**src/source/idle_timer.sv**
```systemverilog
/*
 * idle timer
 * counts cycles without an accepted pixel and requests a flush of
 * the queued tail once the source has paused long enough
 */
`timescale 1ns/1ps
module idle_timer #(
    parameter int IDLE_LIMIT = 16
) (
    input  logic mm_tras_inst,
    input  logic reset,
    input  logic pix_fire,
    output logic flush_req
);

    localparam int CNT_W = $clog2(IDLE_LIMIT + 1);

    // quiet cycles since the last pixel, saturates at the limit
    logic [CNT_W-1:0] idle_cnt;

    assign flush_req = idle_cnt == CNT_W'(IDLE_LIMIT);

    always_ff @(posedge mm_tras_inst) begin
        if (reset) begin
            idle_cnt <= '0;
        end else if (pix_fire) begin
            idle_cnt <= '0;
        end else if (!flush_req) begin
            idle_cnt <= idle_cnt + CNT_W'(1);
        end
    end

endmodule

```
**config.mk**
```make
export PLATFORM = sky130hd
export DESIGN_NAME = idle_timer
export DESIGN_NICKNAME = d
export VERILOG_FILES = /design/src/source/idle_timer.sv
export SDC_FILE = /design/constraint.sdc
export NUM_CORES = 1
export LEC_CHECK = 0
export ABC_AREA = 1
export BUFFER_PORTS_ARGS = -buffer_cell sky130_fd_sc_hd__buf_2
export CELL_PAD_IN_SITES_DETAIL_PLACEMENT = 0
export CELL_PAD_IN_SITES_GLOBAL_PLACEMENT = 1
export CORE_AREA = 2 2 39 41
export CTS_CLUSTER_DIAMETER = 100
export DETAILED_ROUTE_END_ITERATION = 10
export DIE_AREA = 0 0 41 43
export PLACE_DENSITY_LB_ADDON = 0.1
export SLEW_MARGIN = 40
export SYNTH_ARGS = -nofsm -noshare
export SYNTH_HDL_FRONTEND = slang
export SYNTH_SLANG_ARGS = --single-unit
```
**constraint.sdc**
```tcl
create_clock -name mm_tras_inst -period 2.2 [get_ports mm_tras_inst]
set_input_delay 0.11 -clock mm_tras_inst [delete_from_list [all_inputs] [get_ports mm_tras_inst]]
set_output_delay 0.11 -clock mm_tras_inst [all_outputs]
set_load 0.02 [all_outputs]
```
==> impl_metrics.json <==
{
  "dr.pass1.iters": 4,
  "cts_root_buffer": "clkbuf_4",
  "endpoint_kind": "primary output",
  "ys_seq_elements": 5,
  "wl_per_cell_microns": 8.97,
  "top_layer_used": "met3",
  "drv_slew": 0,
  "synth-simple-area-share": 0.314,
  "insertion_delay_ns": 0.24,
  "top_regs": "idle_cnt: 5 flops",
  "design.core.area_sq_um": 1380,
  "routed_wl_microns": 538,
  "place.gp.congestion": 0.618,
  "grt_pass1_vias": 205,
  "fill_cells": 151,
  "overflow": 0,
  "post_cts_buffers": 0,
  "ys_warn_count": 0,
  "synth_top_family_by_area": "simple AND/OR/NAND/NOR gates",
  "vias": 238,
  "antenna_left": 0,
  "rr_worst_depth": 6,
  "cts.sinks": 5,
  "largest_reg_flops": 5,
  "dr_wl_met3_microns": 5,
  "grt_pass1_wl_microns": 834,
  "final_core_util": 0.234,
  "switchingPower_mw": 0.0476,
  "synth.avg_cell_area_sq_um": 7.10,
  "p_leak_nw": 0.136,
  "syn_inst": 37,
  "internal-power_mw": 0.166,
  "numCtsBuffers": 3,
  "portBuffers": 3,
  "power_per_cell_area_nw_per_um2": 660,
  "synth_top_cell_by_area": "dfxtp_1",
  "vdd_drop_max_mv": 0.195,
  "cp-startpoint": "idle_cnt[0]",
  "reg2reg_setup_slack_ns": 1.08,
  "r2r_end": "idle_cnt[1]",
  "critPathMaxFanout": 5,
  "max_cap_violations": 0,
  "finalHoldViolCount": 0,
  "worstMarginPinSlew_ns": 0.226,
  "clk_pin_slew_ns": 0.05,
  "dieHeight_microns": 43,
  "tns_ns": 0,
  "pwr-share-seq": 0.444,
  "antenna_cells": 0,
  "syn2layout_area_growth_pct": 23.3,
  "met1_length_microns": 243,
  "dr_wl_met2_microns": 289,
  "synth_cell_types": 10,
  "regMostFlops": "idle_cnt",
  "synth_top_cell_area_share": 0.381,
  "hold_path.class": "in2reg",
  "hold_buffers": 0,
  "outcome": "complete, no violations",
  "period_minus_slack_ns": 1.44,
  "r2r_start": "idle_cnt[0]",
  "vias_per_cell": 3.97,
  "synth_xor_area_frac": 0.0333,
  "power_frac_clock": 0.504,
  "fin_skew_ns": 0.00809,
  "final_nets": 50,
  "place_area_sq_um": 298,
  "synth_nets": 42,
  "arrival_ns": 1.33,
  "syn-cell-area_sq_um": 263,
  "synth_fa_ha_area_frac": 0.0952,
  "synth_area_leaders": "dfxtp_1 38%, inv_1 10%, nand2_1 10%",
  "initial_core_util": 0.190,
  "grt_max_degree": 7,
  "drc": 0,
  "stdcell_area_sq_um": 324,
  "maxSlewHeadroom": 0.849,
  "holdWs_ns": 0.130,
  "grtUsageTotal": 0.0773,
  "rows": 14,
  "required_ns": 2.09,
  "antenna_found_initial": 0,
  "cts.path.max_buffers": 2,
  "rsz0062_at_grt": "false",
  "cts_resized": 0,
  "cts_tree": "yes",
  "synth_seq_area_share": 0.381,
  "die_w_microns": 41,
  "critPathKind": "reg2out",
  "critPathCapture": "flush_req",
  "dieArea_sq_um": 1760,
  "cp-start-kind": "flip-flop",
  "finalPower_mw": 0.214,
  "h-tree-depth": 1,
  "drive_gt1_frac": 0.182,
  "synth.area.mux_share": 0,
  "synth_compound_area_frac": 0.0762,
  "drtIter0Drc": 2,
  "num_io_pins": 4,
  "pwr-share-comb": 0.052,
  "post-route-period-util": 0.655,
  "finalSetupViolCount": 0,
  "max_freq_mhz": 694,
  "switching_share": 0.223
}
-- layer usage --
| layer | track usage | vias up |
|---|---|---|
| met5 | 0 | - |
| met4 | 0.0800 | 0 |
| met3 | 0.0314 | 0 |
| met2 | 0.100 | 1 |
| met1 | 0.0868 | 106 |
| li1 | - | 131 |
-- cells by family after synthesis --
| family | count (synthesis) |
|---|---|
| and+or+nand+nor | 18 |
| DFF | 5 |
| buffers and inverters | 7 |
| adders and majority gates | 2 |
| xor gates and xnor gates | 1 |
| AOI/OAI and AO/OA | 4 |
-- cells in the mapped netlist --
cell     instances
inv_1            7
nand2_1          7
dfxtp_1          5
a21oi_1          4
nand3_1          4
nor2_1           3
ha_1             2
nand4_1          2
nor2_2           2
xnor2_1          1
-- cells in the final DEF, fill, tap and decap left out, drive strengths merged --
cell / count
buf: 3
nor2: 5
nand2: 7
nand4: 2
dfxtp: 5
nand3: 4
xnor2: 1
ha: 2
clkbuf: 4
a21oi: 4
inv: 7
-- worst max-delay path: stages (launching register included) --
cell,delay (ns)
dfxtp_1,0.39
inv_1,0.09
ha_1,0.20
nand2_1,0.06
inv_1,0.07
nand2_1,0.09
inv_1,0.04
buf_2,0.15
-- area by class of cell --
class | count | area, sq um | area share
multi-input cells | 25 | 136 | 0.421
inverters | 7 | 26.3 | 0.0811
repair buffers | 3 | 15.0 | 0.0463
well taps | 16 | 20.0 | 0.0618
flip-flops and latches | 5 | 100 | 0.309
clock buffers | 4 | 26.3 | 0.0811
-- per-stage QoR --
step           cells  setup WS [ns]
3_5_place_dp      56           1.02
4_1_cts           60          0.760
2_1_floorplan     37           1.20
3_3_place_gp      56           1.02
6_report          60          0.760
5_1_grt           60          0.620
-- power groups by stage --
| stage | registers, mW | clock network (mW) | logic, mW |
|---|---|---|---|
| after floorplan | 0.0959 | 0 | 0.00758 |
| after CTS | 0.0948 | 0.113 | 0.0114 |
| after global routing | 0.0951 | 0.123 | 0.0126 |
| final | 0.0949 | 0.108 | 0.0110 |
| after detailed placement | 0.0965 | 0 | 0.0112 |
| after global placement | 0.0965 | 0 | 0.0109 |
-- how the worst min path moves through the flow --
stage / start / to / cells past startpoint
after floorplan: reset / idle_cnt[1] / 3
after global placement: reset / idle_cnt[0] / 4
after detailed placement: reset / idle_cnt[0] / 4
after CTS: reset / idle_cnt[2] / 4
after global routing: reset / idle_cnt[2] / 4
final: reset / idle_cnt[2] / 4
Power figures use the tool's default switching activity.
