$ cat src/source/vdma_pkg.sv
/*
 * vdma package
 * widths, vector types and burst states shared by the frame writer blocks
 */
package vdma_pkg;

    // pixel and memory word geometry
    localparam int PIX_W = 32;
    localparam int WORD_W = 256;
    // pixels per memory word
    localparam int LANES = WORD_W / PIX_W;

    // memory side
    localparam int ADDR_W = 29;
    localparam int LEN_W = 8;
    // byte step between consecutive words
    localparam int BYTES_PER_WORD = WORD_W / 8;

    // one pixel from the video stream
    typedef logic [PIX_W-1:0] pixel_t;

    // one packed memory word, pixel 0 in bits 31:0
    typedef logic [WORD_W-1:0] word_t;

    // byte address on the write channel
    typedef logic [ADDR_W-1:0] addr_t;

    // burst length field, beats minus one
    typedef logic [LEN_W-1:0] len_t;

    // fifo occupancy, covers depths up to 32
    typedef logic [5:0] count_t;

    // write burst sequencing
    typedef enum logic [1:0] {
        IDLE,
        ADDR,
        DATA,
        RESP
    } burst_state_t;

endpackage
$ cat src/source/burst_fsm.sv
/*
 * burst sequencer
 * issues write bursts from the word fifo, full length when enough words
 * are queued, shorter on a flush request, and tracks the write address
 */
`timescale 1ns/1ps
module burst_fsm #(
    parameter int              BURST_LEN  = 8,
    parameter vdma_pkg::addr_t FRAME_BASE = '0
) (
    input  logic             mm_tras_inst,
    input  logic             reset,
    input  vdma_pkg::count_t word_count,
    input  vdma_pkg::word_t  head_data,
    input  logic             flush_req,
    output logic             pop,
    output vdma_pkg::addr_t  aw_addr,
    output vdma_pkg::len_t   aw_len,
    output logic             aw_valid,
    input  logic             aw_ready,
    output vdma_pkg::word_t  w_data,
    output logic             w_last,
    output logic             w_valid,
    input  logic             w_ready,
    input  logic             b_valid,
    input  logic [1:0]       b_resp,
    output logic             b_ready
);
    import vdma_pkg::*;

    burst_state_t state;
    // running write address
    addr_t        addr_q;
    // latched beats minus one for the current burst
    len_t         len_q;
    // beats already sent in this burst
    len_t         beat_cnt;
    count_t       start_beats;
    logic         start_full;
    logic         start_flush;
    addr_t        burst_bytes;

    // start conditions seen from idle
    assign start_full = word_count >= count_t'(BURST_LEN);
    assign start_flush = flush_req && word_count != '0;
    // short burst takes whatever is queued
    assign start_beats = start_full ? count_t'(BURST_LEN) : word_count;
    assign burst_bytes = (addr_t'(len_q) + addr_t'(1)) * addr_t'(BYTES_PER_WORD);

    // channel outputs follow the state directly
    assign aw_valid = state == ADDR;
    assign aw_addr = addr_q;
    assign aw_len = len_q;
    assign w_valid = state == DATA;
    assign w_data = head_data;
    assign w_last = w_valid && beat_cnt == len_q;
    assign b_ready = state == RESP;
    // one fifo pop per accepted beat
    assign pop = w_valid && w_ready;

    always_ff @(posedge mm_tras_inst) begin
        if (reset) begin
            state <= IDLE;
            addr_q <= FRAME_BASE;
            len_q <= '0;
            beat_cnt <= '0;
        end else begin
            case (state)
                IDLE: begin
                    if (start_full || start_flush) begin
                        len_q <= len_t'(start_beats - count_t'(1));
                        beat_cnt <= '0;
                        state <= ADDR;
                    end
                end
                ADDR: begin
                    if (aw_ready) begin
                        state <= DATA;
                    end
                end
                DATA: begin
                    if (pop) begin
                        if (w_last) begin
                            state <= RESP;
                        end else begin
                            beat_cnt <= beat_cnt + len_t'(1);
                        end
                    end
                end
                RESP: begin
                    // burst closed, step past its words
                    if (b_valid) begin
                        addr_q <= addr_q + burst_bytes;
                        state <= IDLE;
                    end
                end
                default: state <= IDLE;
            endcase
        end
    end

    // address request held until taken
    a_aw_hold: assert property (
        @(posedge mm_tras_inst) disable iff (reset)
        aw_valid && !aw_ready |=> aw_valid && $stable(aw_addr) && $stable(aw_len)
    );

    // nothing more on the data channel until the next address handshake
    a_last_is_final: assert property (
        @(posedge mm_tras_inst) disable iff (reset)
        pop && w_last |=> !w_valid throughout (aw_valid && aw_ready)[->1]
    );

    // memory is expected to answer okay
    a_resp_okay: assert property (
        @(posedge mm_tras_inst) disable iff (reset)
        b_valid && b_ready |-> b_resp == 2'b00
    );

endmodule

$ cat config.mk
export PLATFORM = sky130hd
export DESIGN_NAME = burst_fsm
export DESIGN_NICKNAME = d
export VERILOG_FILES = /design/src/source/vdma_pkg.sv /design/src/source/burst_fsm.sv
export SDC_FILE = /design/constraint.sdc
export NUM_CORES = 1
export LEC_CHECK = 0
export ABC_CLOCK_PERIOD_IN_PS = 5000
export BUFFER_PORTS_ARGS = -buffer_cell sky130_fd_sc_hd__buf_2
export CORE_AREA = 3 3 221 223
export CTS_CLUSTER_SIZE = 8
export DETAILED_ROUTE_END_ITERATION = 10
export DIE_AREA = 0 0 224 226
export PLACE_DENSITY_LB_ADDON = 0.25
export SLEW_MARGIN = 20
export SYNTH_ARGS = -nofsm -noshare
export SYNTH_HDL_FRONTEND = slang
export SYNTH_SLANG_ARGS = --single-unit
$ cat constraint.sdc
create_clock -name mm_tras_inst -period 5 [get_ports mm_tras_inst]
set_input_delay 0.25 -clock mm_tras_inst [delete_from_list [all_inputs] [get_ports mm_tras_inst]]
set_output_delay 0.25 -clock mm_tras_inst [all_outputs]
set_load 0.1 [all_outputs]
==> summary.md <==
| Metric | Value |
|---|---|
| CP max-delay cell | `dfxtp_1` |
| N_diodes | `0` |
| Met2 WL | `7676 um` |
| First-pass iteration count of the detailed router | `4` |
| CP required | `5.18 ns` |
| I/O pins | `568` |
| Via density | `2.794` |
| M1 WL | `4267 um` |
| CTS Hold Buffers Added | `0` |
| PwrDens | `308.6 nW/um2` |
| CTS HTree Levels | `2` |
| Fin crit period | `3.046 ns` |
| CP startpoint kind | `flip-flop` |
| Synth top area cells | `buf_4 (43%), dfxtp_1 (18%), ha_1 (4.6%)` |
| Post-CTS sizing | `0` |
| Final setup viols | `0` |
| Initial core utilization | `9.832%` |
| Clock skew | `0.008349 ns` |
| Crit. path cell count | `10` |
| Drc violations | `0` |
| Area share of the largest cell type after synthesis | `42.95%` |
| Via Count | `2,730` |
| CORE AREA | `46,750 um2` |
| Leading area contributor after synthesis | `buf_4` |
| Clk buf depth | `2` |
| Die area | `50,620 um2` |
| R2r setup slk | `1.95 ns` |
| Hold_sp | `word_count[0]` |
| Met3 Routed Length | `2327 um` |
| WP buf/inv | `0` |
| Synthesis Warnings | `0` |
| Fin Hold WS | `0.3213 ns` |
| Yosys cell types | `56` |
| Yosys reg bits | `41` |
| CP Class | `flip-flop to flip-flop` |
| Max Slew Vio Count | `0` |
| Critical-path maximum fanout | `8` |
| Critical-path cell list | `ha_1, nand3_1, xnor2_1, ha_1, o21a_1, o21ai_0, o21ai_2, nand2_1, nor3b_1, mux2_2` |
| Initial antenna violation count | `0` |
| Avg Synthesized Cell Area | `7.939 um2` |
| IO buf count | `48` |
| Clock root cell | `clkbuf_16` |
| Max-cap violations | `0` |
| Ys flop type | `dfxtp_1` |
| Worst Hold Class | `input port to flip-flop` |
| Post-CTS Setup Inserts | `0` |
| Cell count after synthesis | `579` |
| Final Instance Count excl. Fillers | `977` |
| Final worst-path cycle share | `60.91%` |
| Worst-margin pin slew | `0.7077 ns` |
| Leakage | `1.373 nW` |
| Clock-pin slew on the worst setup and hold paths | `0.07 ns` |
| Drt wl/cell | `15.67 um` |
| Hold path depth | `4` |
| # placed instances | `969` |
| Asr flop ratio synth | `0%` |
| Highest routed metal layer | `met4` |
| Post-route setup TNS | `0 ns` |
| Final ANT Viol Nets | `0` |
| VDD IR-drop max | `0.1666 mV` |
| Unrepaired setup endpoints after global routing | `false` |
| Largest delay share family, worst path | `adder cells` |
| EDFF count, synth | `0` |
| R2r endpoint | `aw_addr[26]` |
| Min setup slack post-route | `1.954 ns` |
| First-pass GRT wire length | `20,840 um` |
| Seq/Total Area, Yosys | `17.86%` |
| Critical path arrival | `3.23 ns` |
| Area of the mapped netlist | `4597 um2` |
| Hold Path End | `aw_len[0]` |
| CTS tree | `done` |
| Largest net degree at the start of global routing | `51` |
| Slowest stage delay, CP | `0.57 ns` |
| R2R cell count | `10` |
| Rows | `79` |
| GR Util All Layers | `5.749%` |
| F_max | `328.3 MHz` |
| Total Wirelength | `15,310 um` |
| Die W | `224 um` |
| Status | `finished clean` |
| CTS buffer count | `5` |
| Synth-to-Final Area Change | `-18.02%` |
| Final net count | `657` |
| # clock sinks | `41` |
| Vias in the first global route | `2,808` |
| Post-DP HPWL | `12,670 um` |
| Final hold vios | `0` |
| Die Height | `226 um` |
| Grt ovf | `0` |
| Most used cell along the critical path | `ha_1` |
| Placer's final routability congestion estimate | `0.6455` |
| CP Capture Type | `flip-flop` |
| Pre-CTS WS | `1.928 ns` |
| Starting DRT DRC Count | `79` |
| Reg-to-Reg Start | `aw_len[0]` |
| Layout cells sized above 1 | `20.54%` |
| Clk_lat worst skew | `0.30 ns` |
| Max-slew headroom | `52.38%` |
==> routing by layer <==
metal  up-vias  global-route usage (%)
met2       219                   10.08
met1      1195                   4.542
met4         0                   4.189
li1       1223                       -
met3        93                   3.848
met5         -                       0
==> layout make-up <==
type,instances,area [um2]
Clock inverter,3,21.27
Timing Repair Buffer,50,255.2
Multi-Input combinational cell,259,1742
Fill cell,5479,42990
Tap cell,607,759.5
Sequential cell,41,820.8
Inverter,12,45.04
Clock buffer,5,125.1
==> cells in the mapped netlist, types with 2 or more instances <==
cell type	instances
a211oi_1	8
a21o_1	2
a21oi_1	15
and2_1	6
and3_1	6
and3_2	2
buf_4	263
clkbuf_1	8
dfxtp_1	41
ha_1	17
inv_1	12
mux2_1	3
mux2_2	6
mux2i_1	2
nand2_1	27
nand3_1	15
nand3b_1	3
nand4_1	4
nor2_1	35
nor2b_1	16
nor3_1	7
nor3b_1	4
o2111ai_1	3
o211ai_2	2
o21a_1	4
o21ai_0	12
o21bai_1	2
o22ai_1	3
o31a_1	2
or3_1	2
xnor2_1	7
xor2_1	16
==> flip-flops by register name, indices dropped and copies added, names as in the netlist <==
name,cells
aw_addr,24
state,2
aw_len,7
beat_cnt,8
==> cells by family (layout without fill, tap and decap cells) <==
logic type / count (synthesis) / count (layout) / share of synthesized area (%)
buffers and inverters: 283 / 70 / 44.58
AND/OR/NAND/NOR: 136 / 136 / 15.49
AO/OA/AOI/OAI: 66 / 66 / 9.908
flip-flops: 41 / 41 / 17.86
XOR/XNOR: 23 / 23 / 4.382
adder cells (fa/ha/maj): 18 / 18 / 5.063
multiplexers: 11 / 11 / 2.640
other: 1 / 5 / 0.08158
==> placed cells by master, fill, tap and decap left out, types with 2 or more instances in the layout <==
cell       instances
buf_2             48
nand3_1           15
nor2_1            35
and2_1             6
o2111ai_1          3
or3_1              2
o21a_1             4
nand3b_1           3
dfxtp_1           41
o31a_1             2
clkbuf_16          5
and3_2             2
buf_4              2
o211ai_2           2
a211oi_1           8
nand4_1            4
o21ai_0           12
ha_1              17
xor2_1            16
and3_1             6
mux2i_1            2
o21bai_1           2
xnor2_1            7
a21oi_1           15
a21o_1             2
nand2_1           27
conb_1             5
mux2_2             6
o22ai_1            3
nor3b_1            4
nor3_1             7
nor2b_1           16
mux2_1             3
inv_1             12
==> worst reg2reg max path, stage by stage (launching register included) <==
cell and delay, ns:
dfxtp_1 0.57, ha_1 0.29, nand3_1 0.11, xnor2_1 0.17, ha_1 0.35, o21a_1 0.12
o21ai_0 0.14, o21ai_2 0.33, nand2_1 0.21, nor3b_1 0.28, mux2_2 0.36
==> worst max path at each step <==
stage	startpoint	to
detailed placement	aw_len[0]	aw_addr[26]
CTS	aw_len[0]	aw_addr[26]
floorplan	aw_len[2]	aw_addr[22]
finish	aw_len[0]	aw_addr[26]
global placement	aw_len[0]	aw_addr[26]
global route	aw_len[0]	aw_addr[26]
==> power breakdown <==
part	total [mW]	switching (mW)	internal [mW]
registers	0.379	0.0334	0.345
clock network	0.344	0.158	0.187
logic	0.440	0.339	0.101
==> per-stage QoR <==
stage / utilization [%] / total power, mW / instance area (um2)
after floorplan: - / 1.706 / 4612
after global placement: 7.747 / 0.8389 / 3622
after detailed placement: 7.747 / 0.8363 / 3622
after CTS: 8.061 / 1.198 / 3769
after global routing: 8.061 / 1.246 / 3769
final: 8.061 / 1.163 / 3769
Note: power is estimated with default switching activity, not from simulation.
