<file path="src/source/vdma_pkg.sv">
/*
 * vdma package
 * widths, vector types and burst states shared by the frame writer blocks
 */
package vdma_pkg;

    // pixel and memory word geometry
    localparam int PIX_W = 32;
    localparam int WORD_W = 256;
    // pixels per memory word
    localparam int LANES = WORD_W / PIX_W;

    // memory side
    localparam int ADDR_W = 29;
    localparam int LEN_W = 8;
    // byte step between consecutive words
    localparam int BYTES_PER_WORD = WORD_W / 8;

    // one pixel from the video stream
    typedef logic [PIX_W-1:0] pixel_t;

    // one packed memory word, pixel 0 in bits 31:0
    typedef logic [WORD_W-1:0] word_t;

    // byte address on the write channel
    typedef logic [ADDR_W-1:0] addr_t;

    // burst length field, beats minus one
    typedef logic [LEN_W-1:0] len_t;

    // fifo occupancy, covers depths up to 32
    typedef logic [5:0] count_t;

    // write burst sequencing
    typedef enum logic [1:0] {
        IDLE,
        ADDR,
        DATA,
        RESP
    } burst_state_t;

endpackage
</file>
<file path="src/source/pixel_packer.sv">
/*
 * pixel packer
 * gathers eight pixels per memory word, pixel 0 in the lowest lane,
 * and closes a word early at end of line with the unused lanes zeroed
 */
`timescale 1ns/1ps
module pixel_packer (
    input  logic             mm_tras_inst,
    input  logic             reset,
    input  vdma_pkg::pixel_t pix_data,
    input  logic             pix_eol,
    input  logic             pix_valid,
    output logic             pix_ready,
    output logic             pix_fire,
    output vdma_pkg::word_t  word_data,
    output logic             word_valid,
    input  logic             word_ready
);
    import vdma_pkg::*;

    localparam int IDX_W = $clog2(LANES);

    // lanes collected so far for the open word
    pixel_t           lane_q [LANES];
    // lane that the next pixel lands in
    logic [IDX_W-1:0] lane_idx;
    // open word with the incoming pixel merged in
    word_t            next_word;
    logic             word_done;

    // stall only while a finished word sits unaccepted
    assign pix_ready = !word_valid || word_ready;
    assign pix_fire = pix_valid && pix_ready;

    // word closes on the last lane or on eol
    assign word_done = pix_fire && (pix_eol || lane_idx == IDX_W'(LANES - 1));

    always_comb begin
        for (int i = 0; i < LANES; i++) begin
            if (i < int'(lane_idx)) begin
                next_word[i*PIX_W +: PIX_W] = lane_q[i];
            end else if (i == int'(lane_idx)) begin
                next_word[i*PIX_W +: PIX_W] = pix_data;
            end else begin
                // padding for short lines
                next_word[i*PIX_W +: PIX_W] = '0;
            end
        end
    end

    // lane and holding registers
    always_ff @(posedge mm_tras_inst) begin
        if (pix_fire) begin
            lane_q[lane_idx] <= pix_data;
        end
        if (word_done) begin
            word_data <= next_word;
        end
    end

    always_ff @(posedge mm_tras_inst) begin
        if (reset) begin
            lane_idx <= '0;
            word_valid <= 1'b0;
        end else begin
            if (pix_fire) begin
                lane_idx <= word_done ? '0 : lane_idx + IDX_W'(1);
            end
            // a new word can replace one leaving in the same cycle
            if (word_done) begin
                word_valid <= 1'b1;
            end else if (word_ready) begin
                word_valid <= 1'b0;
            end
        end
    end

    // offered word held until the fifo takes it
    a_word_stable: assert property (
        @(posedge mm_tras_inst) disable iff (reset)
        word_valid && !word_ready |=> word_valid && $stable(word_data)
    );

endmodule

</file>
<file path="config.mk">
export PLATFORM = sky130hd
export DESIGN_NAME = pixel_packer
export DESIGN_NICKNAME = d
export VERILOG_FILES = /design/src/source/vdma_pkg.sv /design/src/source/pixel_packer.sv
export SDC_FILE = /design/constraint.sdc
export NUM_CORES = 1
export LEC_CHECK = 0
export ABC_AREA = 1
export BUFFER_PORTS_ARGS = -buffer_cell sky130_fd_sc_hd__buf_2
export CAP_MARGIN = 25
export CORE_ASPECT_RATIO = 1.5
export CORE_MARGIN = 2
export CORE_UTILIZATION = 40
export CTS_BUF_LIST = sky130_fd_sc_hd__clkbuf_8
export DETAILED_ROUTE_END_ITERATION = 8
export SLEW_MARGIN = 20
export SYNTH_ARGS = -nofsm -noshare
export SYNTH_HDL_FRONTEND = slang
export SYNTH_SLANG_ARGS = --single-unit
</file>
<file path="constraint.sdc">
create_clock -name mm_tras_inst -period 14.3 [get_ports mm_tras_inst]
set_clock_uncertainty 0.05 [all_clocks]
set_input_delay 2.145 -clock mm_tras_inst [delete_from_list [all_inputs] [get_ports mm_tras_inst]]
set_output_delay 2.145 -clock mm_tras_inst [all_outputs]
set_load 0.03 [all_outputs]
</file>
==> results of run 1 <==
## area by class of cell
cell class | count | area (um2)
fill | 3784 | 22590
sequential | 484 | 14500
multi-input combinational | 612 | 2820
timing repair buffer | 308 | 1703
clock buffer | 71 | 977.2
tap | 576 | 720.7
inverter | 75 | 284.0
clock inverter | 56 | 272.8
antenna | 1 | 2.502
## where the power goes
part           total, mW  leakage [nW]  internal, mW  switching [mW]
clock network      0.995         0.720         0.484           0.511
logic              0.199          3.09        0.0410           0.158
registers           1.63          4.55          1.61          0.0191
total               2.82          8.35          2.14           0.688
## through the flow
stage / setup slack [ps] / cells / hold slack, ps / instance area (um2)
after floorplan: 174.0 / 1231 / 444.7 / 17820
after global placement: 8458 / 2048 / 450.7 / 19850
after detailed placement: 8755 / 2053 / 456.6 / 19980
after CTS: 9047 / 2180 / 464.7 / 21230
after global routing: 8989 / 2183 / 485.8 / 21280
final: 9292 / 2183 / 467.9 / 21280
## registers in the layout (all words and copies together), names as in the netlist
signal,cells
lane_idx,3
lane_q,224
word_data,256
word_valid,1
## placed cells by master, fill, tap and decap left out, types with 8 or more instances in the layout
cell type  count
edfxtp_1     480
nand2_1      322
buf_2        295
o21ai_0      132
nand3_1      119
inv_1         94
clkbuf_8      71
clkinv_1      15
nor2_4        10
clkinv_2      10
o21ai_1        8
## final timing paths
check	endpoint	slack, ps	depth (start not counted)
worst min-delay path	word_data[50]	470	2
worst min register to register	word_data[50]	470	2
worst max register to register	word_data[8]	9440	6
worst max-delay path	pix_fire	9290	3
## cell families after synthesis
family	after synthesis	share of synthesized area
AOI/OAI and AO/OA	143	0.04051
adders and majority gates	6	0.004213
buffers and inverters	135	0.03314
DFF	484	0.8134
and+or+nand+nor	463	0.1088
## critical path, stage by stage
cell and delay [ps]:
buf_2 140, a21boi_2 280, buf_2 250
## cell usage after synthesis, drive strengths merged (2+ instances only)
cell / count
inv: 75
edfxtp: 480
nand4: 2
dfxtp: 4
a21oi: 2
nor2: 13
clkbuf: 19
nand2: 325
ha: 6
o21ai: 140
nand3: 122
buf: 41
## layer usage
layer / share of wire / wire [um] / track usage / vias up
met5: 0 / 0 / 0 / -
met4: 0.036 / 1673 / 0.09672 / 0
met3: 0.054 / 2522 / 0.03356 / 88
met2: 0.52 / 24240 / 0.3500 / 417
met1: 0.39 / 18010 / 0.2348 / 5441
li1: - / - / - / 5018
==> flow_metrics.py, run 1 <==
metrics = {
    "worst_setup_path": {
        "crit_arrival_ps": 2810,
        "critical_path_class": "input port to output pin",
        "r2r-start": "lane_idx[0]",
        "startpoint": "pix_valid",
        "critPathRequiredTime_ps": 12100,
        "cp_max_fo": 5,
        "endpoint_kind": "output pin",
        "setup.worst_path.start_class": "input port",
    },
    "logic_synthesis": {
        "async_reset_ff_frac": 0,
        "synth_nets": 1274,
        "syn_area_um2": 17820,
        "ys_seq_area_frac": 0.8134,
        "yosysTopAreaCell": "edfxtp_1",
        "yosys_warnings": 0,
        "synth_top_area_share": 0.8089,
        "synth.distinct_cells": 25,
        "synthCells": 1231,
        "avgSynthCellArea_um2": 14.48,
        "synthTopCellsByArea": "edfxtp_1, nand2_1, o21ai_0",
        "yosys_register_bits": 484,
        "synth_enable_flop_cells": 480,
        "ys.flop_type": "edfxtp_1",
    },
    "die": {
        "num_io_pins": 296,
        "core_um2": 43870,
        "die_area_um2": 46290,
        "start_util": 0.4062,
        "die_h_um": 262.5,
        "rows": 94,
        "die_width_um": 176.3,
    },
    "placement": {
        "hpwl_um": 28660,
        "gp_congestion": 0.7918,
        "port_buffers": 295,
    },
    "power": {
        "powerDensity_nw_per_um2": 132.7,
        "p_leak_nw": 8.353,
        "ir_drop_mv": 0.06687,
        "finalPower_mw": 2.824,
    },
    "layout": {
        "areaGrowthSynthToFinish_pct": 19.41,
        "final_util": 0.4851,
        "drive_gt1_frac": 0.2634,
        "nets": 1594,
    },
    "hold_path": {
        "hp-start": "lane_q[1][18]",
        "hold_class": "flop to flop",
    },
    "clock_network": {
        "cts_resized": 0,
        "ctsLongestPathBuffers": 3,
        "cts-hold-fix-buffers": 0,
        "cts-buffers-inserted": 70,
        "htree_levels": 3,
        "cts-root-buf": "clkbuf_8",
        "cts_setup_buffers": 0,
        "cts_tree": "yes",
        "path_clk_slew_ps": 70,
        "cts_sinks": 484,
        "clk_latency_ps": 630,
    },
    "timing": {
        "fmax_ghz": 0.1997,
        "rsz0062_at_grt": "false",
        "period_share": 0.3502,
        "worst_slew_pin_slew_ps": 1039,
        "slew_violations": 0,
        "slew_headroom": 0.3065,
        "hold_violations": 0,
        "setup_tns_ps": 0,
        "fin_crit_ps": 5008,
        "finalSetupViolations": 0,
    },
    "routing": {
        "wl_per_cell_um": 21.28,
        "via_per_inst": 5.022,
        "drt_iter0_drc": 836,
        "drc": 0,
        "vias": 10960,
        "ant_nets": 0,
        "drt-total-wl_um": 46450,
        "dr.pass1.iters": 5,
    },
    "global_routing": {
        "grt_pass1_vias": 11030,
        "grt_start_max_net_pins": 89,
        "grt.overflow.total": 0,
        "grt_usage": 0.1991,
        "grt_first_pass_wirelength_um": 67630,
        "antenna_found_initial": 1,
    },
    "flow_run": {
        "maxCapViolCount": 0,
    },
    "run_status": {
        "status": "finished clean",
    },
}
Power figures use the tool's default switching activity.
==> inputs of run 2 (changes only) <==
clock period = 5.1 ns   (was 14.3 ns; I/O delays follow)
==> run 2 against run 1 <==
  * Combinational power grew to 2.8 times the previous value
  * Via count is 0.69% lower
  * Setup slack worse by 7600 ps
==> flow_metrics.py, run 2 (synthesized netlist as in run 1, its figures left out) <==
metrics = {
    "clock_network": {
        "cts_tree": "yes",
        "cts_resized": 0,
        "cts-root-buf": "clkbuf_8",
        "clk_latency_ps": 630,
        "cts-buffers-inserted": 71,
        "cts_setup_buffers": 0,
        "htree_levels": 3,
        "cts-hold-fix-buffers": 0,
        "ctsLongestPathBuffers": 3,
        "cts_sinks": 484,
        "path_clk_slew_ps": 60,
    },
    "layout": {
        "stdcell_count": 2185,
        "drive_gt1_frac": 0.2701,
        "layout_commonest_cell": "edfxtp_1",
        "nets": 1597,
        "areaGrowthSynthToFinish_pct": 20.64,
        "largest-register": "word_data",
        "largest_reg_flops": 256,
        "final_util": 0.4900,
        "biggestRegsByFlops": "word_data x256, lane_q x224, lane_idx x3",
        "mostFrequentLayoutCells": "edfxtp_1, nand2_1, buf_2, o21ai_0, nand3_1",
    },
    "placement": {
        "gp_congestion": 0.7670,
        "pre_cts_slack_ps": 1729,
        "dpl.cell_count": 2056,
        "hpwl_um": 29100,
        "port_buffers": 295,
    },
    "hold_path": {
        "hold_class": "input port to flop",
    },
    "timing": {
        "worst_slew_pin_slew_ps": 1054,
        "hold_violations": 0,
        "rsz0062_at_grt": "false",
        "fin_crit_ps": 3380,
        "holdWs_ps": 276.5,
        "period_share": 0.6627,
        "slew_violations": 0,
        "finalWorstSetupSlack_ps": 1720,
        "finalSetupViolations": 0,
        "slew_headroom": 0.2958,
        "fmax_ghz": 0.2959,
    },
    "die": {
        "num_io_pins": 296,
        "start_util": 0.4062,
        "core_um2": 43870,
        "die_width_um": 176.3,
        "die_area_um2": 46290,
        "rows": 94,
        "die_h_um": 262.5,
    },
    "global_routing": {
        "grt.overflow.total": 0,
        "grt_usage": 0.2012,
        "grt_start_max_net_pins": 93,
        "grt_pass1_vias": 11080,
        "antenna_found_initial": 2,
        "grt_first_pass_wirelength_um": 68540,
    },
    "worst_setup_path": {
        "cp_max_fo": 92,
        "critical_path.max_stage_delay_ps": 940,
        "worstPathCellList": "ha_1, ha_2, nor2_1, nor2_4, buf_12",
        "critical_path_class": "flop to flop",
        "crit_arrival_ps": 3560,
        "critPathRequiredTime_ps": 5280,
        "setup.worst_path.start_class": "flop",
        "worst_path_max_delay_cell": "dfxtp_2",
        "endpoint_kind": "flop",
    },
    "power": {
        "p_leak_nw": 8.414,
        "powerDensity_nw_per_um2": 383.6,
        "intPower_mw": 6.293,
        "ir_drop_mv": 0.1998,
        "pwr-share-comb": 0.068,
        "swShare": 0.2370,
        "power_switching_mw": 1.955,
        "p_clk_frac": 0.377,
        "p_seq_frac": 0.555,
        "finalPower_mw": 8.248,
    },
    "flow_run": {
        "maxCapViolCount": 0,
    },
    "run_status": {
        "status": "finished clean",
    },
    "routing": {
        "drc": 0,
        "wl_per_cell_um": 21.40,
        "drt_iter0_drc": 985,
        "dr.pass1.iters": 5,
        "ant_nets": 0,
        "drt-total-wl_um": 46760,
        "vias": 10890,
        "via_per_inst": 4.983,
    },
}
==> run 2: through the flow <==
step	TNS, ps	area [um2]
6_report	0	21500
5_1_grt	0	21500
4_1_cts	0	21470
3_5_place_dp	0	20070
3_3_place_gp	0	19910
2_1_floorplan	-31860	17860
==> run 2: critical path, delay by kind of cell, from the launching register on <==
kind,cells,cell delay [ps]
simple gates,2,920
buf+inv,1,480
fa+ha+maj,2,510
flops,1,940
==> run 2: path summary, 6_finish.rpt <==
kind	startpoint	endpoint	slack, ps	cells after the start
setup / recovery	lane_idx[0]	word_data[168]	1720	5
hold / removal	reset	lane_idx[2]	280	2
setup reg to reg	lane_idx[0]	word_data[168]	1720	5
hold reg to reg	lane_q[0][17]	word_data[17]	450	2
==> run 2: power by group through the flow <==
stage	Clock [mW]	Sequential [mW]	Combinational (mW)
finish	3.11	4.58	0.562
global route	3.35	4.58	0.602
CTS	3.19	4.58	0.567
detailed placement	0	4.66	0.565
global placement	0	4.66	0.548
floorplan	0	4.82	0.161
==> run 2: layout make-up <==
class                   count  area [um2]
fillers                  3822       22370
flip-flops and latches    484       14500
multi-input cells         612        2841
repair buffers            310        1732
clock buffers              74        1018
well taps                 576       720.7
clock inverters            52       384.1
inverters                  75       296.5
diodes                      2       5.005
==> run 2: layer usage <==
| metal | vias to the layer above | track usage | wire length (um) |
|---|---|---|---|
| li1 | 5035 | - | - |
| met1 | 5373 | 0.2441 | 18020 |
| met2 | 407 | 0.3541 | 24450 |
| met3 | 73 | 0.03733 | 2921 |
| met4 | 0 | 0.07639 | 1360 |
| met5 | - | 0 | 0 |
